`config.mk`:
```
export PLATFORM = sky130hd
export DESIGN_NAME = lsu_exc_record
export DESIGN_NICKNAME = d
export VERILOG_FILES = /design/src/lsu_pkg.sv /design/src/lsu_exc_record.sv
export SDC_FILE = /design/constraint.sdc
export NUM_CORES = 1
export LEC_CHECK = 0
export ABC_AREA = 1
export BUFFER_PORTS_ARGS = -buffer_cell sky130_fd_sc_hd__buf_2
export CAP_MARGIN = 40
export CORE_UTILIZATION = 47
export CTS_BUF_LIST = sky130_fd_sc_hd__clkbuf_4 sky130_fd_sc_hd__clkbuf_8 sky130_fd_sc_hd__clkbuf_16
export DETAILED_ROUTE_END_ITERATION = 8
export PLACE_DENSITY_LB_ADDON = 0.05
export SYNTH_ARGS = -nofsm -noshare
export SYNTH_HDL_FRONTEND = slang
export SYNTH_SLANG_ARGS = --single-unit
```
`constraint.sdc`:
```
create_clock -name clk -period 2.7 [get_ports clk]
set_input_delay 0.27 -clock clk [delete_from_list [all_inputs] [get_ports clk]]
set_output_delay 0.27 -clock clk [all_outputs]
set_load 0.01 [all_outputs]
```
`src/lsu_pkg.sv`:
```
package lsu_pkg;

    localparam int XLEN           = 32;
    localparam int BYTES_PER_WORD = 4;
    localparam int OFFSET_W       = 2;

    // 1 KiB data memory, word organised
    localparam int MEM_WORDS = 256;
    localparam int MEM_IDX_W = 8;

    localparam int SB_DEPTH = 4;
    localparam int SB_CNT_W = 3;

    typedef enum logic [0:0] {
        OP_LOAD  = 1'b0,
        OP_STORE = 1'b1
    } mem_op_e;

    typedef enum logic [1:0] {
        SIZE_BYTE = 2'd0,
        SIZE_HALF = 2'd1,
        SIZE_WORD = 2'd2
    } mem_size_e;

    typedef enum logic [1:0] {
        EXC_NONE = 2'd0,
        EXC_LAM  = 2'd1,
        EXC_SAM  = 2'd2
    } exc_code_e;

    typedef enum logic [2:0] {
        ST_IDLE    = 3'd0,
        ST_ADDR    = 3'd1,
        ST_ACCESS  = 3'd2,
        ST_ACK     = 3'd3,
        ST_RELEASE = 3'd4
    } lsu_state_e;

endpackage

```
`src/lsu_exc_record.sv`:
```
`timescale 1ns/1ns

module lsu_exc_record import lsu_pkg::*; (
    input  logic            clk,
    input  logic            rst,
    input  logic            set_i,
    input  exc_code_e       code_i,
    input  logic [XLEN-1:0] vaddr_i,
    input  logic            clear_i,
    output logic            valid_o,
    output exc_code_e       code_o,
    output logic [XLEN-1:0] vaddr_o
);

    logic capture;

    // a clear in the same cycle makes room for the new fault
    assign capture = set_i && (!valid_o || clear_i);

    always_ff @(posedge clk or posedge rst) begin
        if (rst) begin
            valid_o <= 1'b0;
            code_o  <= EXC_NONE;
            vaddr_o <= '0;
        end else if (capture) begin
            valid_o <= 1'b1;
            code_o  <= code_i;
            vaddr_o <= vaddr_i;
        end else if (clear_i) begin
            valid_o <= 1'b0;
        end
    end

    a_set_has_code: assert property (
        @(posedge clk) disable iff (rst) set_i |-> code_i != EXC_NONE
    );

endmodule

```
==> results of run 1 <==
## worst max path at each step
stage / start / end / cells past startpoint
2_1_floorplan: rst / code_o[0]$_DFFE_PP0P_ / 1
3_3_place_gp: set_i / vaddr_o[22]$_DFFE_PP0P_ / 4
3_5_place_dp: set_i / vaddr_o[28]$_DFFE_PP0P_ / 4
4_1_cts: valid_o$_DFFE_PP0P_ / vaddr_o[2]$_DFFE_PP0P_ / 4
5_1_grt: valid_o$_DFFE_PP0P_ / vaddr_o[2]$_DFFE_PP0P_ / 4
6_report: valid_o$_DFFE_PP0P_ / vaddr_o[2]$_DFFE_PP0P_ / 4
## cell usage in the layout (no fill, tap or decap)
cell | synthesis | routed
buf_2 | 5 | 72
nand2_1 | 69 | 69
dfrtp_1 | 35 | 35
nand3_1 | 34 | 34
clkbuf_4 | 0 | 5
nand2_4 | 2 | 2
inv_2 | 1 | 1
inv_1 | 1 | 1
clkbuf_8 | 0 | 1
bufinv_16 | 0 | 1
clkinv_2 | 0 | 1
buf_4 | 2 | 1
## power breakdown
group | switching [uW] | internal, uW | leakage [uW]
clock network | 168 | 219 | 0.0000482
logic | 146 | 103 | 0.000618
registers | 37.4 | 595 | 0.000429
total | 351 | 917 | 0.00109
## kinds of logic after synthesis
family,after synthesis,synth area share (%)
and+or+nand+nor,105,32.1
DFF,35,62.2
buffers and inverters,12,5.77
## flip-flops by register name, indices dropped and copies added, names as in the netlist
register / count
valid_o: 1
code_o: 2
vaddr_o: 32
## critical path, stage by stage, from the launching register on
cell and delay, ns:
dfrtp_1 0.44, nand2_4 0.32, nand2_4 0.31, nand2_1 0.16, nand2_1 0.06
## area by class of cell
| cell class | instances | area, sq um | share of cell area, % |
|---|---|---|---|
| timing repair buffer | 73 | 368 | 20.1 |
| clock inverter | 2 | 35.0 | 1.92 |
| tap | 31 | 38.8 | 2.12 |
| multi-input combinational | 105 | 452 | 24.7 |
| sequential | 35 | 876 | 47.9 |
| inverter | 2 | 7.51 | 0.411 |
| clock buffer | 6 | 51.3 | 2.81 |
## cells in the mapped netlist
| cell type | instances | share of area (%) |
|---|---|---|
| buf_2 | 5 | 1.8 |
| buf_4 | 2 | 1.1 |
| buf_6 | 3 | 2.4 |
| dfrtp_1 | 35 | 62 |
| inv_1 | 1 | 0.27 |
| inv_2 | 1 | 0.27 |
| nand2_1 | 69 | 18 |
| nand2_4 | 2 | 1.6 |
| nand3_1 | 34 | 12 |
## routing by layer
| metal | track usage (%) | wire length (microns) | vias to the layer above |
|---|---|---|---|
| met5 | 0 | 0 | - |
| met4 | 7.32 | 33 | 0 |
| met3 | 5.76 | 209 | 5 |
| met2 | 32.8 | 1430 | 52 |
| met1 | 24.6 | 1250 | 546 |
| li1 | - | - | 624 |
## through the flow
| stage | hold slack, ns | area [sq um] |
|---|---|---|
| after floorplan | 0.415 | 1410 |
| after global placement | 0.379 | 1740 |
| after detailed placement | 0.397 | 1740 |
| after CTS | 0.0276 | 1830 |
| after global routing | 0.0412 | 1830 |
| final | 0.0199 | 1830 |
==> flow_metrics.tcl, run 1 <==
set metrics [dict create \
    hold_violations 0 \
    ant_nets 0 \
    gr-usage-all-layers_pct 19.8 \
    antenna_cells 0 \
    grt_pass1_vias 1114 \
    clock_latency_ns 0.33 \
    slew_headroom_pct 57.7 \
    cts-buffers-inserted 5 \
    violations "design-rule violations" \
    drc 8 \
    clkTransAtPathRegs_ns 0.11 \
    ys_ff_latch 35 \
    ys_seq_area_share_pct 62.2 \
    final_nets 260 \
    worstPathArrival_ns 1.63 \
    max_freq_mhz 707 \
    start_util_pct 50.2 \
    reg2reg_depth 4 \
    finalSetupViolCount 0 \
    vias 1227 \
    fin_util_pct 65.2 \
    power_uw 1270 \
    syn_area_per_cell_sq_um 9.27 \
    hpwl_microns 1930 \
    hold_class "in2async" \
    crit_required_ns 2.92 \
    fillers 266 \
    drv_cap 0 \
    totalWireLength_microns 2930 \
    antenna_found_initial 0 \
    r2r_slack_ns 1.28 \
    syn_inst 152 \
    drive_gt1_share_pct 37.7 \
    dr.pass1.iters 6 \
    root_buffer "clkbuf_4" \
    syn-num-nets 190 \
    place_ws_ns 1.23 \
    slew_viol_final 0 \
    cts.sinks 35 \
    r2r-start "valid_o$_DFFE_PP0P_" \
    powerDensity_mw_per_mm2 693 \
    vias_per_cell 4.83 \
    ctsResizeCount 0 \
    core_area_sq_mm 0.00281 \
    routedWlPerCell_microns 11.5 \
    final-instance-count-excl-fill 254 \
    tns_ns 0 \
    grt_max_degree 37 \
    ios 73 \
    rsz0062_at_grt "no" \
    cp-end-kind "register" \
    die_x_microns 56.8 \
    peakVddDrop_v 0.000403 \
    synth_cell_types 9 \
    rows 19 \
    cts_buffer_depth 2 \
    syn2layout_area_growth_pct 29.8 \
    hold_buffers 0 \
    crit_type "reg2reg" \
    globalRouteOverflowTotal 0 \
    finalCriticalPeriod_ns 1.42 \
    critPathLaunchType "register" \
    fin_crit_sh_pct 52.4 \
    synth-warning-count 0 \
    die_y_microns 56.8 \
    grt_pass1_wl_microns 4800 \
    placed_cells 246 \
    status "finished with violations" \
    skew_ns 0.0105 \
    worstMarginPinSlew_ns 0.635 \
    die_area_sq_mm 0.00322 \
    routabilityCongestion 0.618 \
    setup_ws_ns 1.28 \
    drtIter0Drc 63 \
    leakagePower_uw 0.00109 \
    post_cts.repair.setup_buffers 0 \
    port_buffers 72 \
    cts_tree "yes" \
    crit-reg2reg-capture "vaddr_o[2]$_DFFE_PP0P_" \
    h-tree-depth 2 \
    synthesis.area_sq_mm 0.00141 \
    critPathMaxFanout 36 \
]
Power figures use the tool's default switching activity.
==> run 2: changes to the inputs <==
--- a/config.mk
+++ b/config.mk
@@ -5,10 +5,10 @@
 export SDC_FILE = /design/constraint.sdc
 export NUM_CORES = 1
 export LEC_CHECK = 0
-export ABC_AREA = 1
+export ABC_AREA = 0
 export BUFFER_PORTS_ARGS = -buffer_cell sky130_fd_sc_hd__buf_2
 export CAP_MARGIN = 40
-export CORE_UTILIZATION = 47
+export CORE_UTILIZATION = 45
 export CTS_BUF_LIST = sky130_fd_sc_hd__clkbuf_4 sky130_fd_sc_hd__clkbuf_8 sky130_fd_sc_hd__clkbuf_16
 export DETAILED_ROUTE_END_ITERATION = 8
 export PLACE_DENSITY_LB_ADDON = 0.05
==> constraint.sdc (replaced) <==
create_clock -name clk -period 1.47 [get_ports clk]
set_input_delay 0.147 -clock clk [delete_from_list [all_inputs] [get_ports clk]]
set_output_delay 0.147 -clock clk [all_outputs]
set_load 0.01 [all_outputs]
==> run 2 against run 1 <==
Effect of this change:
- the run now ends clean
- wire length fell by 17%
- die area grew 8.5%
- critical path depth stayed put
- final area up 6.9%
- clock-buffer cell count unchanged
- largest power group unchanged
==> flow_metrics.tcl, run 2 <==
set metrics [dict create \
    slew_viol_final 0 \
    switching_power_uw 614 \
    syn_inst 76 \
    ant_nets 0 \
    crit_required_ns 1.70 \
    synth-warning-count 0 \
    place_ws_ns 0.219 \
    pwr-share-clk_pct 29.5 \
    die_x_microns 59.1 \
    skew_ns 0.0112 \
    fin_util_pct 63.5 \
    finalSetupViolCount 0 \
    seqPwrFrac_pct 48.0 \
    hold_slack_ns 0.0223 \
    h-tree-depth 2 \
    rows 20 \
    rsz0062_at_grt "no" \
    dr.pass1.iters 3 \
    worstPathArrival_ns 1.48 \
    yosys-top-cells-count "dfrtp_1, mux2_4, mux2_2, buf_12" \
    status "finished clean" \
    cts-buffers-inserted 5 \
    synth_cell_types 8 \
    totalWireLength_microns 2430 \
    synth_area_leaders "dfrtp_1, mux2_4, buf_12, mux2_2, nand2b_4" \
    ios 73 \
    antenna_cells 0 \
    ctsResizeCount 0 \
    netSwitchingFraction_pct 25.0 \
    synth_top_area_share_pct 59.7 \
    hold_violations 0 \
    cpMaxStageDelayCell "dfrtp_1" \
    path_buf_inv 1 \
    finalCriticalPeriod_ns 1.25 \
    slew_headroom_pct 72.1 \
    drc 0 \
    vias_per_cell 4.49 \
    cp-end-kind "register" \
    drive_gt1_share_pct 75.8 \
    critPathMaxFanout 13 \
    synth_top_flop_cell "dfrtp_1" \
    fin_crit_sh_pct 85.2 \
    final_nets 194 \
    hold_class "in2reg" \
    leakagePower_uw 0.00107 \
    slowest_delay_ns 0.40 \
    grt_max_degree 36 \
    routedWlPerCell_microns 12.1 \
    top_register "vaddr_o" \
    ys_ff_latch 35 \
    hold_buffers 1 \
    drtIter0Drc 12 \
    path_cells "nand2b_4 -> nand2_4 -> buf_4 -> mux2_2" \
    critPathLaunch "valid_o$_DFFE_PP0P_" \
    clock_latency_ns 0.35 \
    post_cts.repair.setup_buffers 0 \
    syn_area_per_cell_sq_um 19.3 \
    crit_family "flip-flops" \
    fillers 263 \
    crit_end "vaddr_o[9]$_DFFE_PP0P_" \
    synth-edff-count 0 \
    peakVddDrop_v 0.000593 \
    gr-usage-all-layers_pct 15.5 \
    core_area_sq_mm 0.00308 \
    routabilityCongestion 0.628 \
    cts_tree "yes" \
    cts_buffer_depth 2 \
    antenna_found_initial 0 \
    root_buffer "clkbuf_4" \
    synth_most_common_cell "dfrtp_1" \
    max_freq_mhz 799 \
    globalRouteOverflowTotal 0 \
    cts.sinks 35 \
    largest_reg_flops 32 \
    reg2reg_depth 4 \
    r2r-start "valid_o$_DFFE_PP0P_" \
    setup_ws_ns 0.218 \
    synthArstFlopShare_pct 100 \
    yosys.area.top_type "dfrtp_1" \
    combPwrFrac_pct 22.6 \
    final_common_cell "buf_2" \
    syn-num-nets 114 \
    tns_ns 0 \
    die_area_sq_mm 0.00349 \
    top_regs "vaddr_o (32), code_o (2), valid_o (1)" \
    power_uw 2450 \
    clkTransAtPathRegs_ns 0.11 \
    hpwl_microns 1720 \
    critPathLaunchType "register" \
    syn2layout_area_growth_pct 33.2 \
    port_buffers 72 \
    grt_pass1_vias 877 \
    crit_type "reg2reg" \
    vias 903 \
    r2r_slack_ns 0.22 \
    drv_cap 0 \
    internal_power_uw 1840 \
    start_util_pct 47.7 \
    synthesis.area_sq_mm 0.00147 \
    grt_pass1_wl_microns 3780 \
    crit-reg2reg-capture "vaddr_o[9]$_DFFE_PP0P_" \
    ys_seq_area_share_pct 59.7 \
    worstMarginPinSlew_ns 0.419 \
    die_y_microns 59.1 \
    layout_common_cells "buf_2, dfrtp_1, mux2_4" \
    crit_cells 4 \
    powerDensity_mw_per_mm2 1250 \
]
[run 2: cell count changes in the layout (fill, tap and decap cells not counted), sizes merged]
cell,delta
dlygate4sd3,+1
nand2b,+1
nand3,-34
buf,+2
nand2,-70
inv,-1
or2b,+1
mux2,+34
[run 2: logic make-up (layout without fill, tap and decap cells)]
family	count (synthesis)	in the layout	share of synthesized area (%)
buffers and inverters	4	85	4.35
flip-flops	35	35	59.7
multiplexers	34	34	33.8
AND/OR/NAND/NOR	3	3	2.22
[run 2: through the flow]
| step | area [sq um] | std cells |
|---|---|---|
| after detailed placement | 1860 | 192 |
| after global placement | 1860 | 192 |
| after floorplan | 1470 | 76 |
| after CTS | 1950 | 201 |
| final | 1950 | 201 |
| after global routing | 1950 | 201 |
[run 2: worst min path at each step]
| stage | startpoint | to | slack (ns) | cells past startpoint |
|---|---|---|---|---|
| 2_1_floorplan | set_i | valid_o$_DFFE_PP0P_ | 0.25 | 1 |
| 3_5_place_dp | rst | vaddr_o[30]$_DFFE_PP0P_ | 0.28 | 3 |
| 3_3_place_gp | rst | vaddr_o[31]$_DFFE_PP0P_ | 0.26 | 3 |
| 6_report | vaddr_i[30] | vaddr_o[30]$_DFFE_PP0P_ | 0.02 | 2 |
| 4_1_cts | vaddr_i[11] | vaddr_o[11]$_DFFE_PP0P_ | 0.01 | 2 |
| 5_1_grt | vaddr_i[5] | vaddr_o[5]$_DFFE_PP0P_ | 0.007 | 2 |
[run 2: area by class of cell]
| class | count | area, sq um | share of cell area (%) |
|---|---|---|---|
| Tap cell | 44 | 55.1 | 2.82 |
| Timing Repair Buffer | 76 | 405 | 20.7 |
| Sequential cell | 35 | 876 | 44.8 |
| Inverter | 1 | 3.75 | 0.192 |
| Clock buffer | 6 | 51.3 | 2.62 |
| Clock inverter | 2 | 35.0 | 1.79 |
| Multi-Input combinational cell | 37 | 528 | 27.0 |
[run 2: worst reg2reg max path: stages (launching register included)]
cell and delay [ns]:
dfrtp_1 0.40, nand2b_4 0.07, nand2_4 0.08, buf_4 0.24
mux2_2 0.36
[run 2: metal layers]
metal	track usage, %	part of all wire, %	wire, microns	vias up
li1	-	-	-	417
met1	17.6	43	1050	433
met2	24.8	47	1140	46
met3	4.80	7.4	181	7
met4	11.2	2.2	54	0
met5	0	0	0	-
[run 2: power groups by stage]
stage	Combinational [uW]	Clock (uW)	Sequential [uW]
floorplan	283	0	1260
global placement	555	0	1190
detailed placement	559	0	1190
CTS	562	741	1180
global route	601	771	1190
finish	553	723	1180
