### config.mk
export PLATFORM = sky130hd
export DESIGN_NAME = lsu_store_buffer
export DESIGN_NICKNAME = d
export VERILOG_FILES = /design/src/lsu_pkg.sv /design/src/lsu_store_buffer.sv
export SDC_FILE = /design/constraint.sdc
export NUM_CORES = 1
export LEC_CHECK = 0
export ABC_AREA = 1
export BUFFER_PORTS_ARGS = -buffer_cell sky130_fd_sc_hd__buf_2
export CORE_AREA = 3 3 162 164
export DETAILED_ROUTE_END_ITERATION = 8
export DIE_AREA = 0 0 165 167
export PLACE_DENSITY_LB_ADDON = 0.12
export SETUP_SLACK_MARGIN = 0.05
export SLEW_MARGIN = 40
export SYNTH_ARGS = -nofsm -noshare
export SYNTH_HDL_FRONTEND = slang
export SYNTH_SLANG_ARGS = --single-unit
### constraint.sdc
create_clock -name clk -period 6.6 [get_ports clk]
set_clock_uncertainty 0.2 [all_clocks]
set_input_delay 0.99 -clock clk [delete_from_list [all_inputs] [get_ports clk]]
set_output_delay 0.99 -clock clk [all_outputs]
set_load 0.02 [all_outputs]
### src/lsu_pkg.sv
package lsu_pkg;

    localparam int XLEN           = 32;
    localparam int BYTES_PER_WORD = 4;
    localparam int OFFSET_W       = 2;

    // 1 KiB data memory, word organised
    localparam int MEM_WORDS = 256;
    localparam int MEM_IDX_W = 8;

    localparam int SB_DEPTH = 4;
    localparam int SB_CNT_W = 3;

    typedef enum logic [0:0] {
        OP_LOAD  = 1'b0,
        OP_STORE = 1'b1
    } mem_op_e;

    typedef enum logic [1:0] {
        SIZE_BYTE = 2'd0,
        SIZE_HALF = 2'd1,
        SIZE_WORD = 2'd2
    } mem_size_e;

    typedef enum logic [1:0] {
        EXC_NONE = 2'd0,
        EXC_LAM  = 2'd1,
        EXC_SAM  = 2'd2
    } exc_code_e;

    typedef enum logic [2:0] {
        ST_IDLE    = 3'd0,
        ST_ADDR    = 3'd1,
        ST_ACCESS  = 3'd2,
        ST_ACK     = 3'd3,
        ST_RELEASE = 3'd4
    } lsu_state_e;

endpackage

### src/lsu_store_buffer.sv
`timescale 1ns/1ns

module lsu_store_buffer import lsu_pkg::*; (
    input  logic                      clk,
    input  logic                      rst,
    input  logic                      push_i,
    input  logic [XLEN-1:0]           push_addr_i,
    input  logic [BYTES_PER_WORD-1:0] push_mask_i,
    input  logic [XLEN-1:0]           push_data_i,
    input  logic [XLEN-1:0]           fwd_addr_i,
    input  logic                      ram_busy_i,
    output logic                      full_o,
    output logic [BYTES_PER_WORD-1:0] fwd_mask_o,
    output logic [XLEN-1:0]           fwd_data_o,
    output logic                      wr_en_o,
    output logic [MEM_IDX_W-1:0]      wr_idx_o,
    output logic [BYTES_PER_WORD-1:0] wr_mask_o,
    output logic [XLEN-1:0]           wr_data_o
);

    logic [MEM_IDX_W-1:0]      sb_idx_q  [SB_DEPTH];
    logic [BYTES_PER_WORD-1:0] sb_mask_q [SB_DEPTH];
    logic [XLEN-1:0]           sb_data_q [SB_DEPTH];

    logic [SB_CNT_W-2:0] head_q;
    logic [SB_CNT_W-2:0] tail_q;
    logic [SB_CNT_W-1:0] count_q;

    logic [MEM_IDX_W-1:0] push_idx;
    logic [MEM_IDX_W-1:0] fwd_idx;

    // only bits 9:0 reach the RAM, so higher addresses alias
    assign push_idx = push_addr_i[MEM_IDX_W+OFFSET_W-1:OFFSET_W];
    assign fwd_idx  = fwd_addr_i[MEM_IDX_W+OFFSET_W-1:OFFSET_W];

    assign full_o = (count_q == SB_CNT_W'(SB_DEPTH));

    // drain oldest whenever the RAM port is free
    assign wr_en_o   = (count_q != '0) && !ram_busy_i;
    assign wr_idx_o  = sb_idx_q[head_q];
    assign wr_mask_o = sb_mask_q[head_q];
    assign wr_data_o = sb_data_q[head_q];

    always_ff @(posedge clk) begin
        if (push_i) begin
            sb_idx_q[tail_q]  <= push_idx;
            sb_mask_q[tail_q] <= push_mask_i;
            sb_data_q[tail_q] <= push_data_i << (8 * push_addr_i[OFFSET_W-1:0]);
        end
    end

    always_ff @(posedge clk or posedge rst) begin
        if (rst) begin
            head_q  <= '0;
            tail_q  <= '0;
            count_q <= '0;
        end else begin
            if (push_i) begin
                tail_q <= tail_q + 1'b1;
            end
            if (wr_en_o) begin
                head_q <= head_q + 1'b1;
            end
            count_q <= count_q + SB_CNT_W'(push_i) - SB_CNT_W'(wr_en_o);
        end
    end

    // newest entry first, each lane taken once
    always_comb begin
        logic [SB_CNT_W-2:0] slot;
        fwd_mask_o = '0;
        fwd_data_o = '0;
        for (int k = SB_DEPTH - 1; k >= 0; k--) begin
            slot = head_q + (SB_CNT_W-1)'(k);
            if (k < count_q && sb_idx_q[slot] == fwd_idx) begin
                for (int b = 0; b < BYTES_PER_WORD; b++) begin
                    if (sb_mask_q[slot][b] && !fwd_mask_o[b]) begin
                        fwd_mask_o[b]          = 1'b1;
                        fwd_data_o[8*b +: 8] = sb_data_q[slot][8*b +: 8];
                    end
                end
            end
        end
    end

    a_no_push_when_full: assert property (
        @(posedge clk) disable iff (rst) push_i |-> !full_o
    );

endmodule

==> run summary, run 1 <==
The congestion estimate from routability-driven global placement came to 0.857. For the count of pins on the block boundary, the log shows 186. The remaining antenna violation count after routing is 0, and the sequential cell area fraction in the yosys report is 0.440. In the routed layout, each cell is associated on average with a via count of 5.35.

Summing all multi-input logic gate instances after layout gives 5910 um2. STA classifies the critical path startpoint as a flip-flop. Dividing the detail-routed wire length by the instance count gives 16.6 um.

In this run the standard cell core region covers 25000 um2. The post-layout total power was 6.11 mW. Synthesis inferred 183 register bits.

For this run, the post-layout net count is 1795. No sink is reached through more buffers than the 2 on the longest clock path. IR analysis of the VDD net gives a maximum drop of 0.230 mV.

Total placed cells including tap cells: 1993. The top flip-flop cell by instance count after synthesis is sky130_fd_sc_hd__edfxtp_1. The initial antenna violation count was 1; the number of synthesized flops with an enable pin was 176. The static power due to leakage is 6.37 nW. The later pin in the worst-skew pair is clocked with a latency of 0.43 ns. A synthesized cell averages 7.74 um2. The first global-routing pass estimated 52.4 mm of wire. For the internal power summed over all cells, the log shows 3.11 mW. The number of design-rule violations left by the first detailed-router iteration was 947; the fraction of power spent switching nets was 0.492. The total net switching power came out at 3.01 mW. After clock tree synthesis, the flow added hold-fix buffers numbering 0.

The logic gate share of total power was 0.558; the ratio of total power to cell area was 445 nW/um2. Counting the buffers created by CTS gives 17. For the proportion of power drawn by flip-flops and latches, the log shows 0.271. At the pin with the least slew margin, the transition time is 0.809 ns.

After legalization and detailed placement, the total HPWL measured 23.3 mm. Logic depth of the worst register-to-register path: 6. The tree built by TritonCTS fans out to 183 sinks. The clock share of power was 0.172. The run gives 9719 as the number of global-route vias before repair.

The total routing usage reported by global routing is 0.244, and the register-to-register setup slack is 3.48 ns. STA classifies the critical path endpoint as a primary output. The final-layout worst hold slack came out at 0.275 ns. The final route contains 10800 vias. Once the clock tree was built, the setup fixing pass inserted 0 buffers. The number of hold-slack violations in the final timing report is 0, and the post-route minimum period is 5.97 ns.

Signal routing reaches up to met4. The die is 167 um tall. After technology mapping, the gate count stands at 1602. TritonCTS built the clock tree. The tools report the detailed-route wire length on metal 1 as 15.1 mm.

The tools report the setup TNS after final layout as 0 ns. The share of async-settable or async-resettable flops after synthesis is 0.0383, and the data arrival time of the critical path is 4.78 ns. The number of fill cells in the layout came out at 2349.

Max-cap violations in this run came to 0. The logs give 112 for the pin count of the biggest net entering global routing and 0 for the count of final setup violators. The worst hold path belongs to the class in -> async. For the overflow left after global routing, the log shows 0. In this run the tool buffered the top-level ports with 139 buffer cells. The run gives 0.495 as the effective utilization at floorplan. Once the clock tree was built, the resizer swapped 0 gates to a different size. The root cell of the clock tree was sky130_fd_sc_hd__clkbuf_16. The H-tree was split into 4 levels. Register area: 5470 um2. The worst register-to-register path ends at head_q[1]$_DFFE_PP0P_. The proportion of layout cells with a drive suffix above 1 was 0.130.

The floorplan step defined a die boundary enclosing 27600 um2. For the total detailed-routing wirelength, the log shows 33.5 mm. Setup repair after global routing left no endpoint under its margin. The area growth from synthesis to layout is 10.9%. Clock-pin slew was measured on the worst setup and hold paths at 0.07 ns. The worst-path maximum fanout works out to 59.

The logs give 58 for the row count and 0 for the final-report max-slew violation count. The number of design rule violations left after detail routing is 0, and the number of warnings printed during yosys synthesis is 0. The flow ran to the end, and the final reports show no timing, DRC or antenna violations. Number of optimization iterations in the first detailed-route pass: 7. The critical path is of the reg -> out type. Post-route clock period utilization: 0.905. The required time of the critical path is 5.41 ns. The mapped netlist covers 12400 um2. In this run, distinct cell masters in the synthesized netlist total 37. The run gives 2026 as the final cell count without fillers. The die is 165 um wide.

Timing would allow up to 0.167 GHz. The number of nets handed over by synthesis was 1715. The met3 wirelength from detailed routing is 1.85 mm, and the worst slew margin relative to its limit is 0.460.

The met2 wire length came out at 16.2 mm. The tools report the startpoint of the lowest-slack register-to-register path as head_q[1]$_DFFE_PP0P_.
cells in the final DEF, fill, tap and decap left out, drive strengths merged:
| cell | instances |
|---|---|
| nand2 | 538 |
| o21ai | 236 |
| edfxtp | 176 |
| inv | 158 |
| buf | 150 |
| nand3 | 138 |
| mux2i | 71 |
| nor2 | 54 |
| a21oi | 42 |
| nand2b | 24 |
| nand4 | 22 |
| clkbuf | 18 |
| nor3 | 14 |
| a22oi | 10 |
| xor2 | 10 |
| ha | 8 |
| dfrtp | 7 |
| clkinv | 7 |
| o2111ai | 3 |
| bufinv | 3 |
| or2 | 2 |
| diode | 1 |
| o22ai | 1 |
| a31oi | 1 |
| o211ai | 1 |
| fa | 1 |
state kept, by name, indices dropped and copies added (netlist names):
register / flops
sb_data_q: 128
count_q: 3
head_q: 2
sb_idx_q: 32
tail_q: 2
sb_mask_q: 16
how the worst max path moves through the flow:
stage / cells after the start / start / to / slack [ns]
3_3_place_gp: 15 / head_q[1]$_DFFE_PP0P_ / fwd_data_o[27] / 1.21
6_report: 14 / head_q[1]$_DFFE_PP0P_ / fwd_data_o[8] / 0.63
2_1_floorplan: 6 / fwd_addr_i[5] / fwd_mask_o[3] / 3.13
5_1_grt: 14 / head_q[1]$_DFFE_PP0P_ / fwd_data_o[9] / 0.24
3_5_place_dp: 14 / head_q[1]$_DFFE_PP0P_ / fwd_data_o[8] / 1.13
4_1_cts: 14 / head_q[1]$_DFFE_PP0P_ / fwd_data_o[8] / 0.60
synth_stat cells (6+ instances only):
cell                       count  area [um2]
sky130_fd_sc_hd__nand4_1      18         113
sky130_fd_sc_hd__o21ai_0     224        1120
sky130_fd_sc_hd__mux2i_1      71         711
sky130_fd_sc_hd__nor3_1        6        30.0
sky130_fd_sc_hd__nor2_1       49         184
sky130_fd_sc_hd__nand3_2       6        60.1
sky130_fd_sc_hd__a22oi_1      10        75.1
sky130_fd_sc_hd__buf_6         7        78.8
sky130_fd_sc_hd__nand3_1     130         651
sky130_fd_sc_hd__buf_4         9        67.6
sky130_fd_sc_hd__a21oi_1      42         210
sky130_fd_sc_hd__dfrtp_1       7         175
sky130_fd_sc_hd__nand2_1     537        2020
sky130_fd_sc_hd__buf_2        31         155
sky130_fd_sc_hd__ha_1          8         100
sky130_fd_sc_hd__inv_1       150         563
sky130_fd_sc_hd__clkbuf_1     36         135
sky130_fd_sc_hd__xor2_1       10        87.6
sky130_fd_sc_hd__o21ai_1      11        55.1
sky130_fd_sc_hd__nand2b_1     24         150
sky130_fd_sc_hd__nor3_4        6        97.6
sky130_fd_sc_hd__edfxtp_1    176        5290
sky130_fd_sc_hd__buf_1         6        22.5
cell families after synthesis:
| logic type | synth area share |
|---|---|
| fa+ha+maj | 0.00969 |
| flops | 0.440 |
| mux | 0.0573 |
| compound gates | 0.122 |
| simple gates | 0.280 |
| xor+xnor | 0.00706 |
| buf+inv | 0.0837 |
critical path: stages, from the launching register on:
cell and delay (ns):
sky130_fd_sc_hd__dfrtp_2 0.57, sky130_fd_sc_hd__inv_2 0.63, sky130_fd_sc_hd__nand2_1 0.20, sky130_fd_sc_hd__nand2_4 0.48, sky130_fd_sc_hd__nand2_1 0.14, sky130_fd_sc_hd__nand3_1 0.10
sky130_fd_sc_hd__nand2_1 0.05, sky130_fd_sc_hd__nor2_1 0.13, sky130_fd_sc_hd__nand3_2 0.24, sky130_fd_sc_hd__nor2_2 0.67, sky130_fd_sc_hd__nand2_1 0.17, sky130_fd_sc_hd__nand4_1 0.46
sky130_fd_sc_hd__nand3_1 0.22, sky130_fd_sc_hd__nand2_1 0.10, sky130_fd_sc_hd__buf_2 0.16
power groups by stage:
stage | registers, mW | clock network, mW | logic (mW)
2_1_floorplan | 1.64 | 0 | 2.66
3_3_place_gp | 1.67 | 0 | 3.34
3_5_place_dp | 1.68 | 0 | 3.40
4_1_cts | 1.65 | 1.06 | 3.41
5_1_grt | 1.68 | 1.11 | 3.86
6_report | 1.65 | 1.05 | 3.41
routing by layer:
metal  global-route usage  up-vias
met2                0.406      320
met5                    0        -
met3               0.0323       33
met1                0.337     4968
met4               0.0587        0
li1                     -     5519
area by class of cell:
cell class | instances | area share
inverter | 154 | 0.0420
sequential | 183 | 0.397
multi-input combinational | 1176 | 0.430
tap | 330 | 0.0300
clock inverter | 14 | 0.0126
timing repair buffer | 150 | 0.0571
antenna | 1 | 0.000182
clock buffer | 18 | 0.0312
through the flow:
| step | area, um2 | setup WS [ns] | utilization |
|---|---|---|---|
| final | 13800 | 0.628 | 0.549 |
| after global routing | 13800 | 0.241 | 0.549 |
| after CTS | 13700 | 0.599 | 0.549 |
| after detailed placement | 13100 | 1.13 | 0.525 |
| after global placement | 13100 | 1.21 | 0.525 |
| after floorplan | 12400 | 3.13 | - |
No activity file was read; power rests on OpenSTA's default activity.
==> run 2: changes to the inputs <==
--- a/config.mk
+++ b/config.mk
@@ -10,6 +10,7 @@
 export CORE_AREA = 3 3 162 164
 export DETAILED_ROUTE_END_ITERATION = 8
 export DIE_AREA = 0 0 165 167
+export GPL_TIMING_DRIVEN = 0
 export PLACE_DENSITY_LB_ADDON = 0.12
 export SETUP_SLACK_MARGIN = 0.05
 export SLEW_MARGIN = 40
==> constraint.sdc (replaced) <==
create_clock -name clk -period 5.6 [get_ports clk]
set_clock_uncertainty 0.2 [all_clocks]
set_input_delay 0.28 -clock clk [delete_from_list [all_inputs] [get_ports clk]]
set_output_delay 0.28 -clock clk [all_outputs]
set_load 0.02 [all_outputs]
==> run 2 against run 1 <==
- sequential share of layout area is 1.7 points lower
- first-iteration DRC count is 60% higher
- cell count is 4.6% higher
- power is 31% higher
- critical path depth is 2 lower
- worst setup slack better by 0.72 ns
- largest power group unchanged
- die area stayed put
- design area is 4.3% higher
- clock power is 21% higher
- sequential power is 17% higher
==> run summary, run 2 (same netlist as run 1, synthesis figures left out) <==
The count of pins on the block boundary is 186 (unchanged), and the highest ir drop seen on vdd is 0.261 mV (+13%). Launch point of the critical path: head_q[1]$_DFFE_PP0P_. Post-route clock period utilization: 0.760. The CTS sink count is 183 (unchanged), and the post-layout total power is 8.03 mW (+31%). Die extent in x: 165 um (unchanged). Counting flops per register, the top entry is sb_data_q. The total routing usage reported by global routing came out at 0.314 (+0.0707).

The core region area was 25000 um2 (unchanged); the count of buffers from port buffering was 137 (-1.4%). The final RePlAce weighted congestion was 0.956 (+12%). The worst hold path startpoint is push_data_i[5].

Based on the critical path, the design can be clocked at up to 0.235 GHz. For the initial antenna violation count, the log shows 0 (-1). STA classifies the critical path endpoint as a primary output.

The die area was 27600 um2 (unchanged). The logs give 0 (unchanged) for the count of final setup violators and 65.4 mm (+25%) for the first-pass GRT wire length. Row count: 58 (unchanged). The number of buffers inserted during clock tree synthesis was 17 (unchanged); the ratio of routed vias to standard cells was 5.81 (+8.5%). The largest delay contributor family on the critical path was simple AND/OR/NAND/NOR gates. Routed wire length per instance: 20.6 um (+25%).

For the utilization after layout, the log shows 0.573 (+0.0239). The effective utilization at floorplan is 0.495 (unchanged). The final-report max-slew violation count is 0 (unchanged), and the total of max-cap violations is 0 (unchanged).

The number of global-route vias before repair was 11200 (+15%); the area growth from synthesis to layout was 15.8%. The clock transition at the register clock pins on the worst setup and hold paths after CTS came out at 0.09 ns (+0.02 ns). The flow ran to the end, and the final reports show no timing, DRC or antenna violations. The number of buffers and inverters on the critical path was 3 (+1). The logs give 6.66 nW (+4.4%) for the static power due to leakage and 32.3 mm (+38%) for the detailed-placement wirelength estimate. On the critical path, the stage with the largest delay is an instance of sky130_fd_sc_hd__nor3_4. The pin count of the biggest net entering global routing was 29 (-74%); the total detailed-routing wirelength was 43.7 mm (+30%).

The delay of the slowest cell on the worst path works out to 0.52 ns (-0.15 ns). The largest registers in the layout are sb_data_q x128, sb_idx_q x32, sb_mask_q x16. The number of optimization iterations in the first detailed-route pass was 5 (-2).

Setup repair after global routing left no endpoint under its margin. Proportion of layout cells with a drive suffix above 1: 0.144 (+0.0138). The logs give 0.45 ns (+0.02 ns) for the clock latency reported for the late side of the worst-skew pair and 12300 (+14%) for the via count. The worst path in the final design needs a cycle of 4.26 ns, including I/O delays and setup. The run gives 0 (unchanged) as the number of design rule violations left after detail routing. By instance count, the cell type seen most on the critical path is sky130_fd_sc_hd__nand3_1. For the remaining antenna violation count after routing, the log shows 0 (unchanged). TritonCTS built the clock tree. For the overflow left after global routing, the log shows 0 (unchanged). By startpoint and endpoint, the worst setup path is classified as reg -> out. The critical path goes through inv_2 > clkbuf_1 > nand3_1 > nand2_1 > xor2_1 > nor2_1 > nand3_1 > nor3_4 > nand4_1 > nand3_1 > nand2_1 > buf_2.

The run gives 2 (unchanged) as the clock tree buffer depth. Startpoint of the lowest-slack register-to-register path: count_q[1]$_DFF_PP0_. The path class of the tightest hold or removal check is in -> reg. The ratio of total power to cell area was 560 nW/um2 (+26%). The number of hold-slack violations in the final timing report was 0 (unchanged).

The required time of the critical path is 5.12 ns (-0.29 ns), and the worst slew margin relative to its limit is 0.416 (-0.0442). The worst-path maximum fanout was 10 (-83%); the die height was 167 um (unchanged). The setup TNS after final layout is 0 ns (unchanged), and the data arrival time of the critical path is 3.78 ns (-1.00 ns). The root cell of the clock tree is sky130_fd_sc_hd__clkbuf_16. The maximum level of the CTS H-tree is 4 (unchanged), and the number of design-rule violations left by the first detailed-router iteration is 1514 (+60%). The number of flip-flops in the largest register was 128 (unchanged). The measured slew at the worst slew-check pin was 0.876 ns (+0.0664 ns); the final-layout worst hold slack was 0.0764 ns (-0.198 ns).

The library cells used most frequently in the layout, excluding fill and tap cells, are sky130_fd_sc_hd__nand2_1 (537), sky130_fd_sc_hd__o21ai_0 (224), sky130_fd_sc_hd__edfxtp_1 (176). Leading cell type in the layout, fill and taps excluded: sky130_fd_sc_hd__nand2_1. The count of inserted antenna diode cells came out at 0 (-1). The total number of nets in the final design came out at 1890 (+5.3%). STA classifies the critical path startpoint as a flip-flop.
run 2: routing by layer:
metal,vias to the layer above,GRT usage,share of wire,routed length (um)
met5,-,0,0,0
met4,0,0.0966,0.029,1290
met3,110,0.0619,0.10,4370
met2,753,0.505,0.46,20200
met1,5719,0.430,0.41,17900
li1,5725,-,-,-
run 2: where the power goes:
part | leakage, nW | internal [mW] | switching, mW | total [mW]
logic | 4.65 | 1.33 | 3.49 | 4.83
registers | 1.71 | 1.81 | 0.123 | 1.93
clock network | 0.300 | 0.614 | 0.659 | 1.27
run 2: worst reg2reg max path, stage by stage, from the launching register on:
cell,delay (ns)
sky130_fd_sc_hd__dfrtp_1,0.44
sky130_fd_sc_hd__inv_1,0.10
sky130_fd_sc_hd__a31oi_1,0.47
sky130_fd_sc_hd__ha_1,0.33
sky130_fd_sc_hd__inv_1,0.06
sky130_fd_sc_hd__ha_1,0.14
sky130_fd_sc_hd__inv_1,0.05
sky130_fd_sc_hd__fa_1,0.38
sky130_fd_sc_hd__xor2_1,0.17
run 2: worst paths after layout:
kind                                             end  slack (ns)  cells past startpoint
max in group asynchronous       count_q[2]$_DFF_PP0_        4.87                      3
setup / recovery                      fwd_data_o[24]        1.34                     12
setup reg to reg                count_q[2]$_DFF_PP0_        3.15                      8
min in group asynchronous       count_q[0]$_DFF_PP0_        0.11                      3
hold reg to reg                tail_q[0]$_DFFE_PP0P_        0.35                      1
hold / removal             sb_data_q[0][5]$_DFFE_PP_        0.08                      3
run 2: timing repair:
action | in CTS | in global routing
gates resized for setup | 0 | 0
hold buffers | 15 | 0
setup buffers | 0 | 0
hold endpoints to repair | 58 | 0
run 2: layout make-up:
| cell class | count | area (um2) |
|---|---|---|
| Fill cell | 2373 | 10700 |
| Multi-Input combinational cell | 1176 | 5900 |
| Sequential cell | 183 | 5460 |
| Timing Repair Buffer | 156 | 916 |
| Inverter | 154 | 588 |
| Buffer | 89 | 459 |
| Clock buffer | 17 | 425 |
| Tap cell | 330 | 413 |
| Clock inverter | 15 | 190 |
run 2: per-stage QoR:
stage          area, um2  setup WS [ns]  cells
6_report           14400           1.34   2120
5_1_grt            14400           1.26   2120
4_1_cts            14400           1.45   2120
3_5_place_dp       13600           1.94   2073
3_3_place_gp       13500           1.92   2069
2_1_floorplan      12400           2.84   1602
==> run 3: changes to the inputs <==
==> constraint.sdc (replaced) <==
create_clock -name clk -period 3.8 [get_ports clk]
set_clock_uncertainty 0.2 [all_clocks]
set_input_delay 0.19 -clock clk [delete_from_list [all_inputs] [get_ports clk]]
set_output_delay 0.19 -clock clk [all_outputs]
set_load 0.02 [all_outputs]
==> run 3 against run 2 <==
- non-clock buffer count increased by 11
- largest power group unchanged
- design area increased by 1.4%
- core utilization is 0.78 points higher
- count of clock-buffer cells in the layout stayed put
- critical endpoint is now fwd_data_o[31]
- via count is 0.31% higher
- worst setup slack worse by 1.2 ns
- critical path depth up 4
==> run summary, run 3 (same netlist as run 1, synthesis figures left out) <==
The measured slew at the worst slew-check pin was 0.736 ns (-0.140 ns). More flip-flops sit in one register than any other, and that register is sb_data_q. Pre-CTS worst setup slack: 0.234 ns (-1.71 ns).

The number of buffers and inverters on the critical path is 4 (+1), and the maximum level of the CTS H-tree is 4 (unchanged). The required time of the critical path was 3.41 ns (-1.71 ns); the ratio of routed vias to standard cells was 5.79 (-0.21%). For the remaining antenna violation count after routing, the log shows 0 (unchanged).

The worst register-to-register path ends at count_q[2]$_DFF_PP0_. The CTS sink count was 183 (unchanged); the proportion of layout cells with a drive suffix above 1 was 0.155 (+0.0113). The number of optimization iterations in the first detailed-route pass came out at 6 (+1). The count of inserted antenna diode cells is 0 (unchanged), and the ratio of total power to cell area is 822 nW/um2 (+47%). The logic depth of the worst register-to-register path is 8 (unchanged), and the highest ir drop seen on vdd is 0.427 mV (+64%).

The tools report the proportion of power drawn by flip-flops and latches as 0.238 (-0.003). In this run the critical register-to-register path is launched from count_q[1]$_DFF_PP0_. The number of hold-slack violations in the final timing report was 0 (unchanged); the static power due to leakage was 6.76 nW (+1.5%). Leaving out fill and tap cells, the most frequent cell in the layout is sky130_fd_sc_hd__nand2_1. The instance area at placement is 13600 um2 (unchanged), and the fraction of power spent switching nets is 0.532 (about the same).

The clock transition at the register clock pins on the worst setup and hold paths after CTS works out to 0.09 ns (about the same). The first-pass GRT wire length came out at 65.5 mm (+0.16%). The slowest stage of the critical path belongs to the cell sky130_fd_sc_hd__dfrtp_1. The count of cell instances traversed by the critical path came out at 16 (+4). Final cell area excluding filler cells: 14500 um2 (+1.4%). The register-to-register setup slack is 1.34 ns (-1.81 ns). The die area was 27600 um2 (unchanged). Setup repair after global routing could not meet its margin everywhere.

The area growth from synthesis to layout was 17.3%; the number of global-route vias before repair was 11200 (+0.55%). The worst-path maximum fanout was 10 (unchanged). The initial antenna violation count is 0 (unchanged). The delay of the slowest cell on the worst path is 0.43 ns (-0.09 ns).

The number of buffers inserted during clock tree synthesis was 17 (unchanged). Leaving out fill and tap cells, the most frequent cells in the layout are sky130_fd_sc_hd__nand2_1 (537), sky130_fd_sc_hd__o21ai_0 (223), sky130_fd_sc_hd__edfxtp_1 (176). The logs give 6.36 mW (+49%) for the total net switching power and 5.60 mW (+49%) for the internal power summed over all cells.

The logs give 0 (unchanged) for the count of final setup violators and 29 (unchanged) for the pin count of the biggest net entering global routing. The count of pins on the block boundary was 186 (unchanged); the final-report max-slew violation count was 0 (unchanged). The routed wire length per instance came out at 20.6 um (about the same). The data arrival time of the critical path came out at 3.27 ns (-0.51 ns). The worst slew margin relative to its limit is 0.510 (+0.0934). The tools report the final-layout worst hold slack as 0.00801 ns (-0.0684 ns). Worst hold path startpoint: push_data_i[0]. The final worst-path setup slack was 0.140 ns (-1.20 ns); the clock tree buffer depth was 2 (unchanged). The tools report the number of design rule violations left after detail routing as 0 (unchanged). The clock latency reported for the late side of the worst-skew pair is 0.45 ns (about the same). The total number of nets in the final design is 1901 (+0.58%), and the overflow left after global routing is 0 (unchanged). Setup TNS after final layout: 0 ns (unchanged). For the core region area, the log shows 25000 um2 (unchanged). The total detailed-routing wirelength is 43.9 mm (+0.47%).

Sort of element at the end of the critical path: a primary output. The path class of the tightest hold or removal check is in -> reg. The final RePlAce weighted congestion was 0.956 (unchanged); the number of cells on the worst hold path was 3 (unchanged). The largest registers in the layout are sb_data_q x128, sb_idx_q x32, sb_mask_q x16.

The number of design-rule violations left by the first detailed-router iteration is 1569 (+3.6%). The count of buffers from port buffering is 137 (unchanged). Die extent in x: 165 um (unchanged).

For the total routing usage reported by global routing, the log shows 0.315 (+0.000418). For the total of max-cap violations, the log shows 0 (unchanged). The clock period could shrink to 3.66 ns. The signal on the critical path passes through inv_2 > clkbuf_4 > nand2_1 > nand3_1 > nand2_1 > nand2_1 > nand2_1 > inv_1 > nand2_1 > nor2_2 > nand4_2 > nand3_1 > nor2_1 > a21oi_1 > nand2_1 > buf_2.

The logic gate share of total power was 0.605 (+0.004). The post-route clock period utilization is 0.963. The via count was 12300 (+0.31%). The tools report the hold-critical path endpoint as sb_data_q[2][0]$_DFFE_PP_. The root buffer cell chosen for the clock tree is sky130_fd_sc_hd__clkbuf_16.

The flow ran to the end, and the final reports show no timing, DRC or antenna violations. The tools report the type of element launching the critical path as a flip-flop. Among cell families on the critical path, the largest total delay comes from simple AND/OR/NAND/NOR gates. The detailed-placement wirelength estimate came out at 32.3 mm (unchanged). The clock share of power was 0.157 (-0.002). The most repeated library cell on the critical path was sky130_fd_sc_hd__nand2_1. TritonCTS built the clock tree. The utilization after layout came out at 0.581 (+0.00780).

For the row count, the log shows 58 (unchanged). The tools report the maximum clock rate as 0.273 GHz. The die height was 167 um (unchanged).

The effective utilization at floorplan was 0.495 (unchanged). The worst setup path is of the reg -> out kind. The number of flip-flops in the largest register is 128 (unchanged).
==> run 3: changes by cell type in the layout (fill, tap and decap cells not counted), moves of 2 or more <==
| cell | delta |
|---|---|
| sky130_fd_sc_hd__dlygate4sd3_1 | +3 |
| sky130_fd_sc_hd__nand3_1 | -2 |
| sky130_fd_sc_hd__clkbuf_2 | +7 |
| sky130_fd_sc_hd__clkbuf_4 | +6 |
| sky130_fd_sc_hd__buf_4 | +8 |
| sky130_fd_sc_hd__nor3_1 | -2 |
| sky130_fd_sc_hd__buf_2 | -6 |
| sky130_fd_sc_hd__nand3_4 | +3 |
| sky130_fd_sc_hd__buf_1 | -2 |
| sky130_fd_sc_hd__clkbuf_1 | -6 |
==> run 3: power by group through the flow <==
stage          clock, mW  combinational [mW]  sequential [mW]
2_1_floorplan          0                4.62             2.84
3_3_place_gp           0                6.77             2.90
3_5_place_dp           0                6.89             2.89
4_1_cts             1.88                6.94             2.84
5_1_grt             1.98                7.79             2.88
6_report            1.88                7.23             2.85
==> run 3: repair_timing <==
item,CTS,global route
buffers inserted,2,6
hold buffers,18,0
pin swaps,2,5
setup endpoints to repair,19,33
endpoints found under the hold margin,71,0
resized for setup,2,33
==> run 3: final cells by class <==
| class | count | area [um2] |
|---|---|---|
| fill | 2358 | 10500 |
| multi-input combinational | 1176 | 5970 |
| sequential | 183 | 5460 |
| timing repair buffer | 167 | 1010 |
| inverter | 154 | 588 |
| buffer | 89 | 490 |
| clock buffer | 17 | 425 |
| tap | 330 | 413 |
| clock inverter | 15 | 190 |
==> run 3: tightest hold or removal path, stage by stage <==
cell	delay [ns]
sky130_fd_sc_hd__buf_2	0.11
sky130_fd_sc_hd__nand2_1	0.08
sky130_fd_sc_hd__nor2_1	0.10
==> run 3: worst max path at each step <==
stage | from | slack, ns | to
5_1_grt | head_q[1]$_DFFE_PP0P_ | 0.0005 | fwd_data_o[27]
6_report | head_q[0]$_DFFE_PP0P_ | 0.14 | fwd_data_o[31]
3_5_place_dp | head_q[1]$_DFFE_PP0P_ | 0.23 | fwd_data_o[24]
4_1_cts | head_q[1]$_DFFE_PP0P_ | 0.08 | fwd_data_o[24]
2_1_floorplan | head_q[0]$_DFFE_PP0P_ | 1.13 | fwd_data_o[30]
3_3_place_gp | head_q[1]$_DFFE_PP0P_ | 0.21 | fwd_data_o[29]
==> run 3: per-stage QoR <==
step           power (mW)  instances
2_1_floorplan        7.46       1602
3_3_place_gp         9.67       2069
3_5_place_dp         9.78       2073
4_1_cts              11.7       2125
5_1_grt              12.7       2131
6_report             12.0       2131
==> run 3: metal layers <==
metal,up-vias,share of wire,wire (um),global-route usage
li1,5746,-,-,-
met1,5728,0.40,17700,0.428
met2,752,0.46,20200,0.505
met3,119,0.10,4530,0.0622
met4,0,0.035,1530,0.101
met5,-,0,0,0
